[config.mk]
export PLATFORM = sky130hd
export DESIGN_NAME = narrator_top
export DESIGN_NICKNAME = d
export VERILOG_FILES = /design/src/narrator_pkg.sv /design/src/sample_rate_timer.sv /design/src/flash_word_reader.sv /design/src/sample_unpacker.sv /design/src/narrator_fsm.sv /design/src/narrator_top.sv
export SDC_FILE = /design/constraint.sdc
export NUM_CORES = 1
export LEC_CHECK = 0
export BUFFER_PORTS_ARGS = -buffer_cell sky130_fd_sc_hd__clkbuf_2
export CAP_MARGIN = 20
export CORE_MARGIN = 5
export CORE_UTILIZATION = 58
export CTS_BUF_LIST = sky130_fd_sc_hd__clkbuf_4
export DETAILED_ROUTE_END_ITERATION = 16
export HOLD_SLACK_MARGIN = 0.06
export PLACE_DENSITY = 0.78
export SYNTH_ARGS = -nofsm -noshare
export SYNTH_HDL_FRONTEND = slang
export SYNTH_SLANG_ARGS = --single-unit
[constraint.sdc]
create_clock -name CLK_50M -period 15.4 [get_ports CLK_50M]
set_input_delay 0.77 -clock CLK_50M [delete_from_list [all_inputs] [get_ports CLK_50M]]
set_output_delay 0.77 -clock CLK_50M [all_outputs]
set_load 0.01 [all_outputs]
[src/narrator_pkg.sv]
package narrator_pkg;

  // ==========================================================================
  // Widths and basic types
  // ==========================================================================

  // Flash word address width
  localparam int FLASH_ADDR_W = 23;

  typedef logic [FLASH_ADDR_W-1:0] flash_addr_t;

  // Signed 8-bit audio sample
  typedef logic signed [7:0] sample_t;

  // One flash word
  // Raw view for the bus, byte view for playback
  // Element 0 sits in bits 7..0 and plays first
  typedef union packed {
    logic [31:0]   raw;
    sample_t [3:0] bytes;
  } flash_word_u;

  // ==========================================================================
  // Flash port
  // ==========================================================================

  typedef struct packed {
    logic        read;
    flash_addr_t address;
  } flash_req_t;

  typedef struct packed {
    logic        waitrequest;
    logic        readdatavalid;
    flash_word_u readdata;
  } flash_rsp_t;

  // ==========================================================================
  // Phonemes and user controls
  // ==========================================================================

  // Inclusive word span of one phoneme
  typedef struct packed {
    flash_addr_t start_addr;
    flash_addr_t end_addr;
  } phoneme_span_t;

  // Speed strobes
  typedef struct packed {
    logic up;
    logic down;
    logic reset;
  } speed_cmd_t;

  localparam int PHONEME_COUNT = 8;

  // Contiguous spans of 1 to 4 words
  localparam phoneme_span_t PHONEME_TABLE [PHONEME_COUNT] = '{
    '{start_addr: 23'd0,  end_addr: 23'd1},
    '{start_addr: 23'd2,  end_addr: 23'd4},
    '{start_addr: 23'd5,  end_addr: 23'd8},
    '{start_addr: 23'd9,  end_addr: 23'd9},
    '{start_addr: 23'd10, end_addr: 23'd12},
    '{start_addr: 23'd13, end_addr: 23'd14},
    '{start_addr: 23'd15, end_addr: 23'd18},
    '{start_addr: 23'd19, end_addr: 23'd19}
  };

  // Keyboard codes for play and pause
  localparam logic [7:0] CHAR_PLAY_LC  = 8'h65;  // 'e'
  localparam logic [7:0] CHAR_PLAY_UC  = 8'h45;  // 'E'
  localparam logic [7:0] CHAR_PAUSE_LC = 8'h64;  // 'd'
  localparam logic [7:0] CHAR_PAUSE_UC = 8'h44;  // 'D'

endpackage

[src/sample_rate_timer.sv]
`timescale 1ns/1ps

module sample_rate_timer #(
  parameter int DIV_W       = 16,
  parameter int DEFAULT_DIV = 6944,
  parameter int SPEED_STEP  = 100,
  parameter int MIN_DIV     = 3000,
  parameter int MAX_DIV     = 12000
) (
  input  logic                     CLK_50M,
  input  logic                     arst_n,
  input  narrator_pkg::speed_cmd_t speed,
  output logic                     tick
);

  // One extra bit so the step math never wraps
  localparam int EXT_W = DIV_W + 1;

  logic [DIV_W-1:0] div_q;
  logic [DIV_W-1:0] div_next;
  logic [DIV_W-1:0] cnt_q;
  logic [DIV_W-1:0] shrink;
  logic [EXT_W-1:0] div_ext;
  logic [EXT_W-1:0] faster;
  logic [EXT_W-1:0] slower;

  // ==========================================================================
  // Divisor update with clamping
  // ==========================================================================

  assign div_ext = {1'b0, div_q};
  assign faster  = div_ext - EXT_W'(SPEED_STEP);
  assign slower  = div_ext + EXT_W'(SPEED_STEP);

  // Reset wins over up, up wins over down
  always_comb
  begin
    div_next = div_q;
    if (speed.reset)
      div_next = DIV_W'(DEFAULT_DIV);
    else if (speed.up)
    begin
      // Shorter period means faster playback
      if (div_ext < EXT_W'(MIN_DIV + SPEED_STEP))
        div_next = DIV_W'(MIN_DIV);
      else
        div_next = faster[DIV_W-1:0];
    end
    else if (speed.down)
    begin
      if (slower > EXT_W'(MAX_DIV))
        div_next = DIV_W'(MAX_DIV);
      else
        div_next = slower[DIV_W-1:0];
    end
  end

  // ==========================================================================
  // Period counter
  // ==========================================================================

  // Amount a shorter divisor cuts from the running period
  assign shrink = div_q - div_next;

  // Last count of a period
  assign tick = (cnt_q == '0);

  always_ff @(posedge CLK_50M or negedge arst_n)
  begin
    if (!arst_n)
    begin
      div_q <= DIV_W'(DEFAULT_DIV);
      cnt_q <= DIV_W'(DEFAULT_DIV - 1);
    end
    else
    begin
      div_q <= div_next;
      if (tick)
        // New period always takes the latest divisor
        cnt_q <= div_next - 1'b1;
      else if (div_next < div_q)
      begin
        // Running period ends on the new divisor if that is sooner
        if (cnt_q > shrink)
          cnt_q <= cnt_q - shrink - 1'b1;
        else
          cnt_q <= '0;
      end
      else
        // Longer divisor waits for the next period
        cnt_q <= cnt_q - 1'b1;
    end
  end

  // Divisor stays inside the clamp window whatever strobes arrive
  a_div_range: assert property (@(posedge CLK_50M) disable iff (!arst_n)
    (div_q >= DIV_W'(MIN_DIV)) && (div_q <= DIV_W'(MAX_DIV)));

endmodule

[src/flash_word_reader.sv]
`timescale 1ns/1ps

module flash_word_reader (
  input  logic                      CLK_50M,
  input  logic                      arst_n,
  input  logic                      fetch,
  input  narrator_pkg::flash_addr_t fetch_addr,
  output logic                      busy,
  output narrator_pkg::flash_req_t  flash_req,
  input  narrator_pkg::flash_rsp_t  flash_rsp,
  output narrator_pkg::flash_word_u word,
  output logic                      word_valid
);

  // Request phase, then data phase
  typedef enum logic [1:0] {
    RD_IDLE,
    RD_REQ,
    RD_DATA
  } rd_state_e;

  rd_state_e                 state_q;
  narrator_pkg::flash_addr_t addr_q;

  // ==========================================================================
  // Read sequencing
  // ==========================================================================

  always_ff @(posedge CLK_50M or negedge arst_n)
  begin
    if (!arst_n)
    begin
      state_q    <= RD_IDLE;
      word_valid <= 1'b0;
    end
    else
    begin
      word_valid <= 1'b0;
      case (state_q)
        RD_IDLE:
        begin
          if (fetch)
            state_q <= RD_REQ;
        end
        RD_REQ:
        begin
          // Hold read until the flash accepts it
          if (!flash_rsp.waitrequest)
            state_q <= RD_DATA;
        end
        RD_DATA:
        begin
          // Variable latency until the word shows up
          if (flash_rsp.readdatavalid)
          begin
            state_q    <= RD_IDLE;
            word_valid <= 1'b1;
          end
        end
        default:
          state_q <= RD_IDLE;
      endcase
    end
  end

  // Address and returned word
  always_ff @(posedge CLK_50M)
  begin
    if (fetch && (state_q == RD_IDLE))
      addr_q <= fetch_addr;
    if ((state_q == RD_DATA) && flash_rsp.readdatavalid)
      word <= flash_rsp.readdata;
  end

  assign flash_req.read    = (state_q == RD_REQ);
  assign flash_req.address = addr_q;

  // Busy through the hand-off cycle so space is seen after the word lands
  assign busy = (state_q != RD_IDLE) || word_valid;

  // Address must not move while the flash stalls the read
  a_addr_hold: assert property (@(posedge CLK_50M) disable iff (!arst_n)
    flash_req.read && flash_rsp.waitrequest
    |=> flash_req.read && $stable(flash_req.address));

endmodule

[src/sample_unpacker.sv]
`timescale 1ns/1ps

module sample_unpacker (
  input  logic                      CLK_50M,
  input  logic                      arst_n,
  input  narrator_pkg::flash_word_u word,
  input  logic                      word_valid,
  input  logic                      take,
  output narrator_pkg::sample_t     cur_sample,
  output logic                      has_sample,
  output logic                      has_space,
  input  logic                      flush
);

  narrator_pkg::flash_word_u cur_word;
  narrator_pkg::flash_word_u spare_word;
  logic                      cur_valid;
  logic                      spare_valid;
  logic [1:0]                byte_idx;
  logic                      cur_free;
  logic                      cur_load;
  logic                      spare_load;

  // Current slot empties on the fourth take
  assign cur_free = !cur_valid || (take && (byte_idx == 2'd3));

  // Spare moves up first, otherwise a fresh word goes straight in
  assign cur_load   = cur_free && (spare_valid || word_valid);
  assign spare_load = word_valid && !(cur_free && !spare_valid);

  always_ff @(posedge CLK_50M or negedge arst_n)
  begin
    if (!arst_n)
    begin
      cur_valid   <= 1'b0;
      spare_valid <= 1'b0;
      byte_idx    <= 2'd0;
    end
    else if (flush)
    begin
      cur_valid   <= 1'b0;
      spare_valid <= 1'b0;
      byte_idx    <= 2'd0;
    end
    else
    begin
      if (cur_free)
      begin
        cur_valid <= spare_valid || word_valid;
        byte_idx  <= 2'd0;
      end
      else if (take)
        byte_idx <= byte_idx + 2'd1;
      if (spare_load)
        spare_valid <= 1'b1;
      else if (cur_free)
        spare_valid <= 1'b0;
    end
  end

  // Word storage
  always_ff @(posedge CLK_50M)
  begin
    if (cur_load)
      cur_word <= spare_valid ? spare_word : word;
    if (spare_load)
      spare_word <= word;
  end

  // Lowest byte plays first
  assign cur_sample = cur_word.bytes[byte_idx];
  assign has_sample = cur_valid;
  assign has_space  = !spare_valid;

  // Fetch pacing upstream keeps the buffer from overflowing
  a_no_overflow: assert property (@(posedge CLK_50M) disable iff (!arst_n)
    word_valid |-> has_space);

  a_no_underflow: assert property (@(posedge CLK_50M) disable iff (!arst_n)
    take |-> has_sample);

endmodule

[src/narrator_fsm.sv]
`timescale 1ns/1ps

module narrator_fsm (
  input  logic                      CLK_50M,
  input  logic                      arst_n,
  input  logic [7:0]                phoneme_sel,
  input  logic                      phoneme_start,
  input  logic [7:0]                kbd_ascii,
  input  logic                      kbd_valid,
  input  logic                      tick,
  input  logic                      has_sample,
  input  logic                      has_space,
  input  narrator_pkg::sample_t     cur_sample,
  input  logic                      reader_busy,
  output logic                      fetch,
  output narrator_pkg::flash_addr_t fetch_addr,
  output logic                      take,
  output logic                      flush,
  output narrator_pkg::sample_t     sample,
  output logic                      sample_valid,
  output logic                      phoneme_done,
  output logic                      playing
);

  localparam int SEL_W = $clog2(narrator_pkg::PHONEME_COUNT);
  localparam int CNT_W = narrator_pkg::FLASH_ADDR_W + 2;

  typedef enum logic [1:0] {
    ST_IDLE,
    ST_FETCHING,
    ST_DRAINING
  } nar_state_e;

  nar_state_e                  state_q;
  narrator_pkg::flash_addr_t   addr_q;
  narrator_pkg::flash_addr_t   end_q;
  narrator_pkg::flash_addr_t   span_len;
  narrator_pkg::phoneme_span_t span;
  logic [CNT_W-1:0]            remaining_q;
  logic                        sel_ok;
  logic                        last_q;

  // ==========================================================================
  // Phoneme lookup
  // ==========================================================================

  // Indices past the table are ignored
  assign sel_ok   = (phoneme_sel < 8'(narrator_pkg::PHONEME_COUNT));
  assign span     = narrator_pkg::PHONEME_TABLE[phoneme_sel[SEL_W-1:0]];
  assign span_len = span.end_addr - span.start_addr + 1'b1;

  // ==========================================================================
  // Fetch and playback control
  // ==========================================================================

  // One read at a time, only while the buffer can take a word
  assign fetch      = (state_q == ST_FETCHING) && has_space && !reader_busy;
  assign fetch_addr = addr_q;

  // Ticks while paused or starved are dropped
  assign take = (state_q != ST_IDLE) && tick && playing && has_sample;

  always_ff @(posedge CLK_50M or negedge arst_n)
  begin
    if (!arst_n)
    begin
      state_q     <= ST_IDLE;
      addr_q      <= '0;
      end_q       <= '0;
      remaining_q <= '0;
      last_q      <= 1'b0;
    end
    else
    begin
      last_q <= take && (remaining_q == CNT_W'(1));
      case (state_q)
        ST_IDLE:
        begin
          // Starts during playback never reach here
          if (phoneme_start && sel_ok)
          begin
            addr_q      <= span.start_addr;
            end_q       <= span.end_addr;
            remaining_q <= {span_len, 2'b00};
            state_q     <= ST_FETCHING;
          end
        end
        ST_FETCHING:
        begin
          if (fetch)
          begin
            if (addr_q == end_q)
              state_q <= ST_DRAINING;
            else
              addr_q <= addr_q + 1'b1;
          end
        end
        ST_DRAINING:
        begin
          // All words requested, wait for the last sample
          if (take && (remaining_q == CNT_W'(1)))
            state_q <= ST_IDLE;
        end
        default:
          state_q <= ST_IDLE;
      endcase
      if (take)
        remaining_q <= remaining_q - 1'b1;
    end
  end

  // ==========================================================================
  // Output sample and completion
  // ==========================================================================

  always_ff @(posedge CLK_50M or negedge arst_n)
  begin
    if (!arst_n)
    begin
      sample       <= '0;
      sample_valid <= 1'b0;
      phoneme_done <= 1'b0;
    end
    else
    begin
      sample_valid <= take;
      // Done trails the last sample by one cycle
      phoneme_done <= last_q;
      if (take)
        sample <= cur_sample;
    end
  end

  // Clear leftovers once the span has played out
  assign flush = last_q;

  // ==========================================================================
  // Play and pause keys
  // ==========================================================================

  always_ff @(posedge CLK_50M or negedge arst_n)
  begin
    if (!arst_n)
      playing <= 1'b0;
    else if (kbd_valid)
    begin
      case (kbd_ascii)
        narrator_pkg::CHAR_PLAY_LC,
        narrator_pkg::CHAR_PLAY_UC:
          playing <= 1'b1;
        narrator_pkg::CHAR_PAUSE_LC,
        narrator_pkg::CHAR_PAUSE_UC:
          playing <= 1'b0;
        // Other keys keep the current state
        default:
          playing <= playing;
      endcase
    end
  end

  // Each fetch finds the reader free and occupies it next cycle
  a_fetch_idle: assert property (@(posedge CLK_50M) disable iff (!arst_n)
    fetch |-> !reader_busy ##1 reader_busy);

endmodule

[src/narrator_top.sv]
`timescale 1ns/1ps

module narrator_top #(
  parameter int DIV_W       = 16,
  parameter int DEFAULT_DIV = 6944,
  parameter int SPEED_STEP  = 100,
  parameter int MIN_DIV     = 3000,
  parameter int MAX_DIV     = 12000
) (
  input  logic                     CLK_50M,
  input  logic                     arst_n,
  input  logic [7:0]               phoneme_sel,
  input  logic                     phoneme_start,
  input  logic [7:0]               kbd_ascii,
  input  logic                     kbd_valid,
  input  narrator_pkg::speed_cmd_t speed,
  output narrator_pkg::flash_req_t flash_req,
  input  narrator_pkg::flash_rsp_t flash_rsp,
  output narrator_pkg::sample_t    sample,
  output logic                     sample_valid,
  output logic                     phoneme_done,
  output logic                     playing
);

  // ==========================================================================
  // Internal links
  // ==========================================================================

  logic                      tick;
  logic                      fetch;
  narrator_pkg::flash_addr_t fetch_addr;
  logic                      reader_busy;
  narrator_pkg::flash_word_u word;
  logic                      word_valid;
  logic                      take;
  logic                      flush;
  narrator_pkg::sample_t     cur_sample;
  logic                      has_sample;
  logic                      has_space;

  // Sample tick from the adjustable divider
  sample_rate_timer #(
    .DIV_W       (DIV_W),
    .DEFAULT_DIV (DEFAULT_DIV),
    .SPEED_STEP  (SPEED_STEP),
    .MIN_DIV     (MIN_DIV),
    .MAX_DIV     (MAX_DIV)
  ) u_timer (
    .CLK_50M (CLK_50M),
    .arst_n  (arst_n),
    .speed   (speed),
    .tick    (tick)
  );

  narrator_fsm u_fsm (
    .CLK_50M       (CLK_50M),
    .arst_n        (arst_n),
    .phoneme_sel   (phoneme_sel),
    .phoneme_start (phoneme_start),
    .kbd_ascii     (kbd_ascii),
    .kbd_valid     (kbd_valid),
    .tick          (tick),
    .has_sample    (has_sample),
    .has_space     (has_space),
    .cur_sample    (cur_sample),
    .reader_busy   (reader_busy),
    .fetch         (fetch),
    .fetch_addr    (fetch_addr),
    .take          (take),
    .flush         (flush),
    .sample        (sample),
    .sample_valid  (sample_valid),
    .phoneme_done  (phoneme_done),
    .playing       (playing)
  );

  // Flash side
  flash_word_reader u_reader (
    .CLK_50M    (CLK_50M),
    .arst_n     (arst_n),
    .fetch      (fetch),
    .fetch_addr (fetch_addr),
    .busy       (reader_busy),
    .flash_req  (flash_req),
    .flash_rsp  (flash_rsp),
    .word       (word),
    .word_valid (word_valid)
  );

  sample_unpacker u_unpacker (
    .CLK_50M    (CLK_50M),
    .arst_n     (arst_n),
    .word       (word),
    .word_valid (word_valid),
    .take       (take),
    .cur_sample (cur_sample),
    .has_sample (has_sample),
    .has_space  (has_space),
    .flush      (flush)
  );

endmodule

; ---- Word level (Yosys, flattened, before mapping)
; Memories as Yosys holds them, arrays and structs flattened.
; Index checks and enable logic that the tools add are counted.
[word_totals]
regBits = 243
romBits = 368
out_inout_bits = 35
wordCells = 140
mem_count = 1
[op_classes]
n_addsub = 12
n_lt_le_gt_ge = 7
eq_ne = 19
n_mux = 40
bitwise = 1
n_reduce_logical = 40
[memory_table]
columns = memory, depth, width, read_ports, rd_ports_with_merged_regs, wr, line
row1 = (no name shown), 8, 46, 1, 0, 0, narrator_fsm.sv:49  ; assign span = narrator_pkg::PHONEME_TABLE[phoneme_sel[SEL_W-1:0]];
[ops]
columns = op, count
row1 = $mux W16, 8
row2 = $mux W46, 2
row3 = $mux W25, 3
row4 = $mux W23, 3
row5 = $sub A16 B1 Y16 const B, 3
row6 = $add A23 B1 Y23 const B, 2
row7 = $pmux W23 S2, 1
row8 = $eq A8 B7 Y1 const B, 4
row9 = $mux W32, 1
row10 = $sub A16 B16 Y16, 2
row11 = $eq A25 B1 Y1 const B, 1
row12 = $sub A25 B1 Y25 const B, 1
row13 = $eq A23 B23 Y1, 1
row14 = $sub A23 B23 Y23, 1
row15 = $mux W2, 10
row16 = $add A16 B7 Y17 const B, 1
row17 = $gt A17 B14 Y1 const B, 1
row18 = $bmux W8 S2, 1
row19 = $gt A16 B16 Y1, 1
row20 = $logic_not A16 Y1, 1
row21 = $lt A16 B12 Y1 const B, 1
row22 = $lt A16 B16 Y1, 1
row23 = $sub A16 B7 Y16 const B, 1
row24 = $reduce_bool A2 Y1, 7
row25 = other kinds (22), 61

; ---- Longest topological paths before layout
[depth]
ltp_word = 12
mapped_depth = 32

; ---- Modules after synthesis
; From an unflattened synthesis, not the netlist that was laid out.
[unflattened]
hier_cells = 1219
hier_area_um2 = 13016.2
[modules_own_cells]
columns = mod, instances, cells_each, area_each_um2, seq_area_each_um2
row1 = sample_rate_timer, 1, 568, 4420.5, 818.3
row2 = narrator_fsm, 1, 451, 4065.1, 1676.6
row3 = sample_unpacker, 1, 132, 2731.4, 2021.9
row4 = flash_word_reader, 1, 68, 1799.2, 1726.7

; ---- Least setup slack after synthesis
; Ideal clock, no wire load.
[synth_path]
kind = reg2reg
start = reg u_timer.div_q[3]
end = reg u_timer.cnt_q[5]
arrival_time_ps = 6110
required_time_ps = 15263
slack_ps = 9153
path_stages_with_launch = 32
period_less_slack_ps = 6247
cell_sequence = dfrtp_1 -> ha_1 -> a211oi_4 -> nor3_2 -> and3_1 -> o311a_4 -> a21o_1 -> buf_6 -> a21oi_1 -> nand2_1 -> ha_1 -> nor2b_1 -> o21ai_0 -> a21oi_1 -> o21ai_0 -> a21boi_0 -> o2111ai_1 -> a31oi_1 -> a21o_1 -> a21oi_1 -> xor2_1 -> ha_1 -> a21o_1 -> a21o_1 -> a21oi_1 -> o311ai_0 -> o21a_1 -> clkbuf_1 -> nand2_1 -> nor2_1 -> a211oi_1 -> a21oi_1
[synth_between]
elab_chain_cells = 12
word_cells_on_any_way = 18
[synth_rtl]
columns = element, line
row1 = "start, declared", sample_rate_timer.sv:19  ; logic [DIV_W-1:0] div_q;
row2 = "start signal, assigned", sample_rate_timer.sv:72  ; div_q <= DIV_W'(DEFAULT_DIV);
row3 = "start signal, assigned", sample_rate_timer.sv:77  ; div_q <= div_next;
row4 = $add A16 B7 Y17, sample_rate_timer.sv:33  ; assign slower = div_ext + EXT_W'(SPEED_STEP);
row5 = $gt A17 B14 Y1, sample_rate_timer.sv:51  ; if (slower > EXT_W'(MAX_DIV))
row6 = $mux W16, sample_rate_timer.sv:51
row7 = $mux W16, sample_rate_timer.sv:49  ; else if (speed.down)
row8 = $mux W16, sample_rate_timer.sv:41  ; else if (speed.up)
row9 = $mux W16, sample_rate_timer.sv:39  ; if (speed.reset)
row10 = $sub A16 B16 Y16, sample_rate_timer.sv:63  ; assign shrink = div_q - div_next;
row11 = $sub A16 B16 Y16, sample_rate_timer.sv:85  ; cnt_q <= cnt_q - shrink - 1'b1;
row12 = $sub A16 B1 Y16, sample_rate_timer.sv:85
row13 = $mux W16, sample_rate_timer.sv:84  ; if (cnt_q > shrink)
row14 = $mux W16, sample_rate_timer.sv:81  ; else if (div_next < div_q)
row15 = $mux W16 (*), sample_rate_timer.sv:78  ; if (tick)
row16 = "end signal, assigned", sample_rate_timer.sv:80  ; cnt_q <= div_next - 1'b1;
row17 = "end signal, assigned", sample_rate_timer.sv:85
row18 = "end signal, assigned", sample_rate_timer.sv:91  ; cnt_q <= cnt_q - 1'b1;
row19 = "end, declared", sample_rate_timer.sv:21  ; logic [DIV_W-1:0] cnt_q;
; Every way passes the cells marked *; elsewhere a longest branch is shown, timed or not.
; A chain may end at the register's enable or synchronous reset.

; ---- Worst setup path in the final report
[layout_path]
start = reg u_timer.div_q[2]
end = reg u_timer.cnt_q[5]
; The elaborated chain is that of the path after synthesis.

==> results.py <==
metrics = {
    "run_status": {
        "status": "completed",
    },
    "placed_design": {
        "dp_slack_ps": 7880,
        "globalplace.congestion": 0.916,
        "hpwl_um": 19000,
        "io_buffers": 90,
        "place_area_mm2": 0.0134,
        "place_inst": 1523,
    },
    "logic_synthesis": {
        "ys_types": 85,
        "synth_edf_count": 119,
        "seq_area_frac_synth": 0.494,
        "yosys_warnings": 0,
        "syn-cell-area_mm2": 0.0126,
        "syn_nets": 1300,
        "avgSynthCellArea_um2": 10.7,
        "async_flop_share": 0.471,
        "ys_ff_latch": 225,
        "dominantRegCellSynth": "edfxtp_1",
        "syn_inst": 1182,
    },
    "route": {
        "drc": 0,
        "ant_nets": 0,
        "wirelength_um": 26500,
        "wl_met3_um": 1580,
        "firstDrtPassIters": 5,
        "drt_iter0_markers": 696,
        "dr_wl_met2_um": 12300,
        "num_vias": 9477,
        "top_layer": "met4",
        "via_per_inst": 5.80,
        "wl_met1_um": 12200,
        "avgRoutedWirePerCell_um": 16.2,
    },
    "floorplanning": {
        "start_util": 0.584,
        "die_h_um": 158,
        "core_area_mm2": 0.0216,
        "rows": 54,
        "die_w_um": 158,
        "io_pins": 92,
        "die_area_mm2": 0.0248,
    },
    "cts": {
        "clock_path_buffers": 3,
        "clk_latency_ps": 690,
        "clk_pin_slew_worst_paths_ps": 70,
        "root_buffer": "clkbuf_4",
        "holdBufCountCts": 0,
        "cts_tree": "done",
        "h-tree-depth": 2,
        "cts_sinks": 225,
        "cts.repair.resized": 0,
        "cts_buffers": 58,
        "post_cts_buffers": 0,
    },
    "timing": {
        "fin_tns_setup_ps": 0,
        "max-slew-margin-rel": 0.415,
        "finalHoldViolations": 0,
        "slew_violations": 0,
        "fmax_ghz": 0.130,
        "rsz0062_at_grt": "no",
        "setup_violations": 0,
        "worst_pin_slew_ps": 878,
        "period_needed_ps": 7660,
        "period_share": 0.498,
        "timing.final.ws_setup_ps": 7740,
        "clock_skew_ps": 50.5,
    },
    "power_and_ir_drop": {
        "powerDensity_mw_per_mm2": 156,
        "power_leakage_nw": 5.98,
        "p_sw_frac": 0.360,
        "combinationalPowerShare": 0.371,
        "internal-power_w": 0.00142,
        "peakVddDrop_mv": 0.0974,
        "switchingPower_w": 0.000798,
        "p_seq_frac": 0.392,
        "pwr-share-clk": 0.237,
    },
    "finish": {
        "layout-drive-gt1-share": 0.220,
        "fin_util": 0.656,
        "layout.cells.non_filler": 1633,
        "final_cell_mix": "119 x nand2_1, 119 x edfxtp_1, 98 x clkbuf_4",
        "syn2layout_area_growth_pct": 12.3,
        "final_area_mm2": 0.0142,
        "nets": 1422,
    },
    "worst_setup_path": {
        "reg2reg_slack_ps": 7740,
        "max_stage_delay_ps": 530,
        "critPathLaunchType": "flop",
        "crit_path_top_delay_cell": "dfrtp_1",
        "cp.arrival_ps": 8220,
        "r2r_cells": 29,
        "reg2reg_from": "u_timer.div_q[2]",
        "r2r_end": "u_timer.cnt_q[5]",
        "path_common_cell": "a21oi_1",
        "cp.required_ps": 15960,
        "setup.worst_path.class": "flop to flop",
        "crit_fanout": 16,
        "startpoint": "u_timer.div_q[2]",
        "setup.worst_path.end": "u_timer.cnt_q[5]",
        "endpoint_kind": "flop",
    },
    "job": {
        "maxCapViolations": 0,
    },
    "grt": {
        "grt_antenna_before_repair": 1,
        "grt_max_degree": 58,
        "grt_pass1_vias": 9141,
        "grt_usage": 0.216,
        "overflow": 0,
        "grt_pass1_wl_um": 44000,
    },
    "worst_hold_path": {
        "hp-class": "primary input to asynchronous set/reset pin",
    },
}
power groups by stage:
stage	registers (W)	logic, W	clock network [W]
6_report	0.000869	0.000821	0.000525
3_5_place_dp	0.000878	0.000811	0
5_1_grt	0.000884	0.000919	0.000573
2_1_floorplan	0.000851	0.000652	0
4_1_cts	0.000867	0.000816	0.000540
3_3_place_gp	0.000872	0.000792	0
critical path, delay by kind of cell (launching register included):
kind                       cells  cell delay [ps]
and+or+nand+nor                6              880
AOI/OAI and AO/OA             19             4860
DFF                            1              530
xor gates and xnor gates       1              190
adders and majority gates      3             1050
worst min-delay path by stage:
stage | startpoint | depth (start not counted) | to
after floorplan | u_fsm.flush | 0 | u_fsm.phoneme_done
after global placement | u_reader.word[29] | 0 | u_unpacker.spare_word[29]
after detailed placement | u_reader.word[6] | 0 | u_unpacker.spare_word[6]
after CTS | arst_n | 1 | u_fsm.sample[0]
after global routing | arst_n | 1 | u_fsm.sample[0]
final | arst_n | 1 | u_fsm.sample[0]
layer usage:
layer | vias to the layer above | global-route usage
met5 | - | 0
met4 | 0 | 0.0623
met3 | 44 | 0.0366
met2 | 283 | 0.337
met1 | 4530 | 0.313
li1 | 4620 | -
cell families (layout without fill, tap and decap cells):
group / count (synthesis) / after routing / share of synthesized area
adders and majority gates: 61 / 61 / 0.0628
DFF: 225 / 225 / 0.494
other: 0 / 1 / 0
and+or+nand+nor: 396 / 396 / 0.157
muxes: 51 / 51 / 0.0518
AOI/OAI and AO/OA: 258 / 258 / 0.140
xor gates and xnor gates: 91 / 91 / 0.0631
buffers and inverters: 100 / 270 / 0.0308
synth_stat cells, drive strengths merged, types with 14 or more instances:
cell type  number  area share
a21o           23       0.014
a21oi          87       0.038
clkbuf         29      0.0086
dfrtp          92        0.18
dfstp          14       0.029
edfxtp        119        0.28
ha             57       0.056
inv            59       0.018
mux2           35       0.031
nand2         120       0.036
nand2b         16      0.0079
nand3          38       0.015
nand4          18      0.0099
nor2           84       0.025
nor3           38       0.016
nor4           21       0.014
o211ai         14      0.0087
o21ai          41       0.016
or3            14      0.0069
xnor2          58       0.040
xor2           33       0.023
registers in the layout (all words and copies together), names as in the netlist, 5 cells and up:
name / count
u_reader.addr_q: 23
u_fsm.fetch_addr: 23
u_timer.cnt_q: 16
u_reader.word: 32
u_timer.div_q: 16
u_unpacker.cur_word: 32
u_fsm.remaining_q: 25
u_unpacker.spare_word: 32
u_fsm.end_q: 5
u_fsm.sample: 8
metrics by stage:
step | power (W) | hold WS (ps)
3_3_place_gp | 0.00166 | 427
4_1_cts | 0.00222 | 115
5_1_grt | 0.00238 | 151
2_1_floorplan | 0.00150 | 387
3_5_place_dp | 0.00169 | 433
6_report | 0.00222 | 144
area by class of cell:
class,instances,area [um^2]
clock inverters,10,58.8
flip-flops and latches,225,6240
well taps,280,350
fillers,1686,7440
clock buffers,98,736
repair buffers,102,551
multi-input cells,857,6010
inverters,60,225
diodes,1,2.50
(Power assumes the default switching activity.)
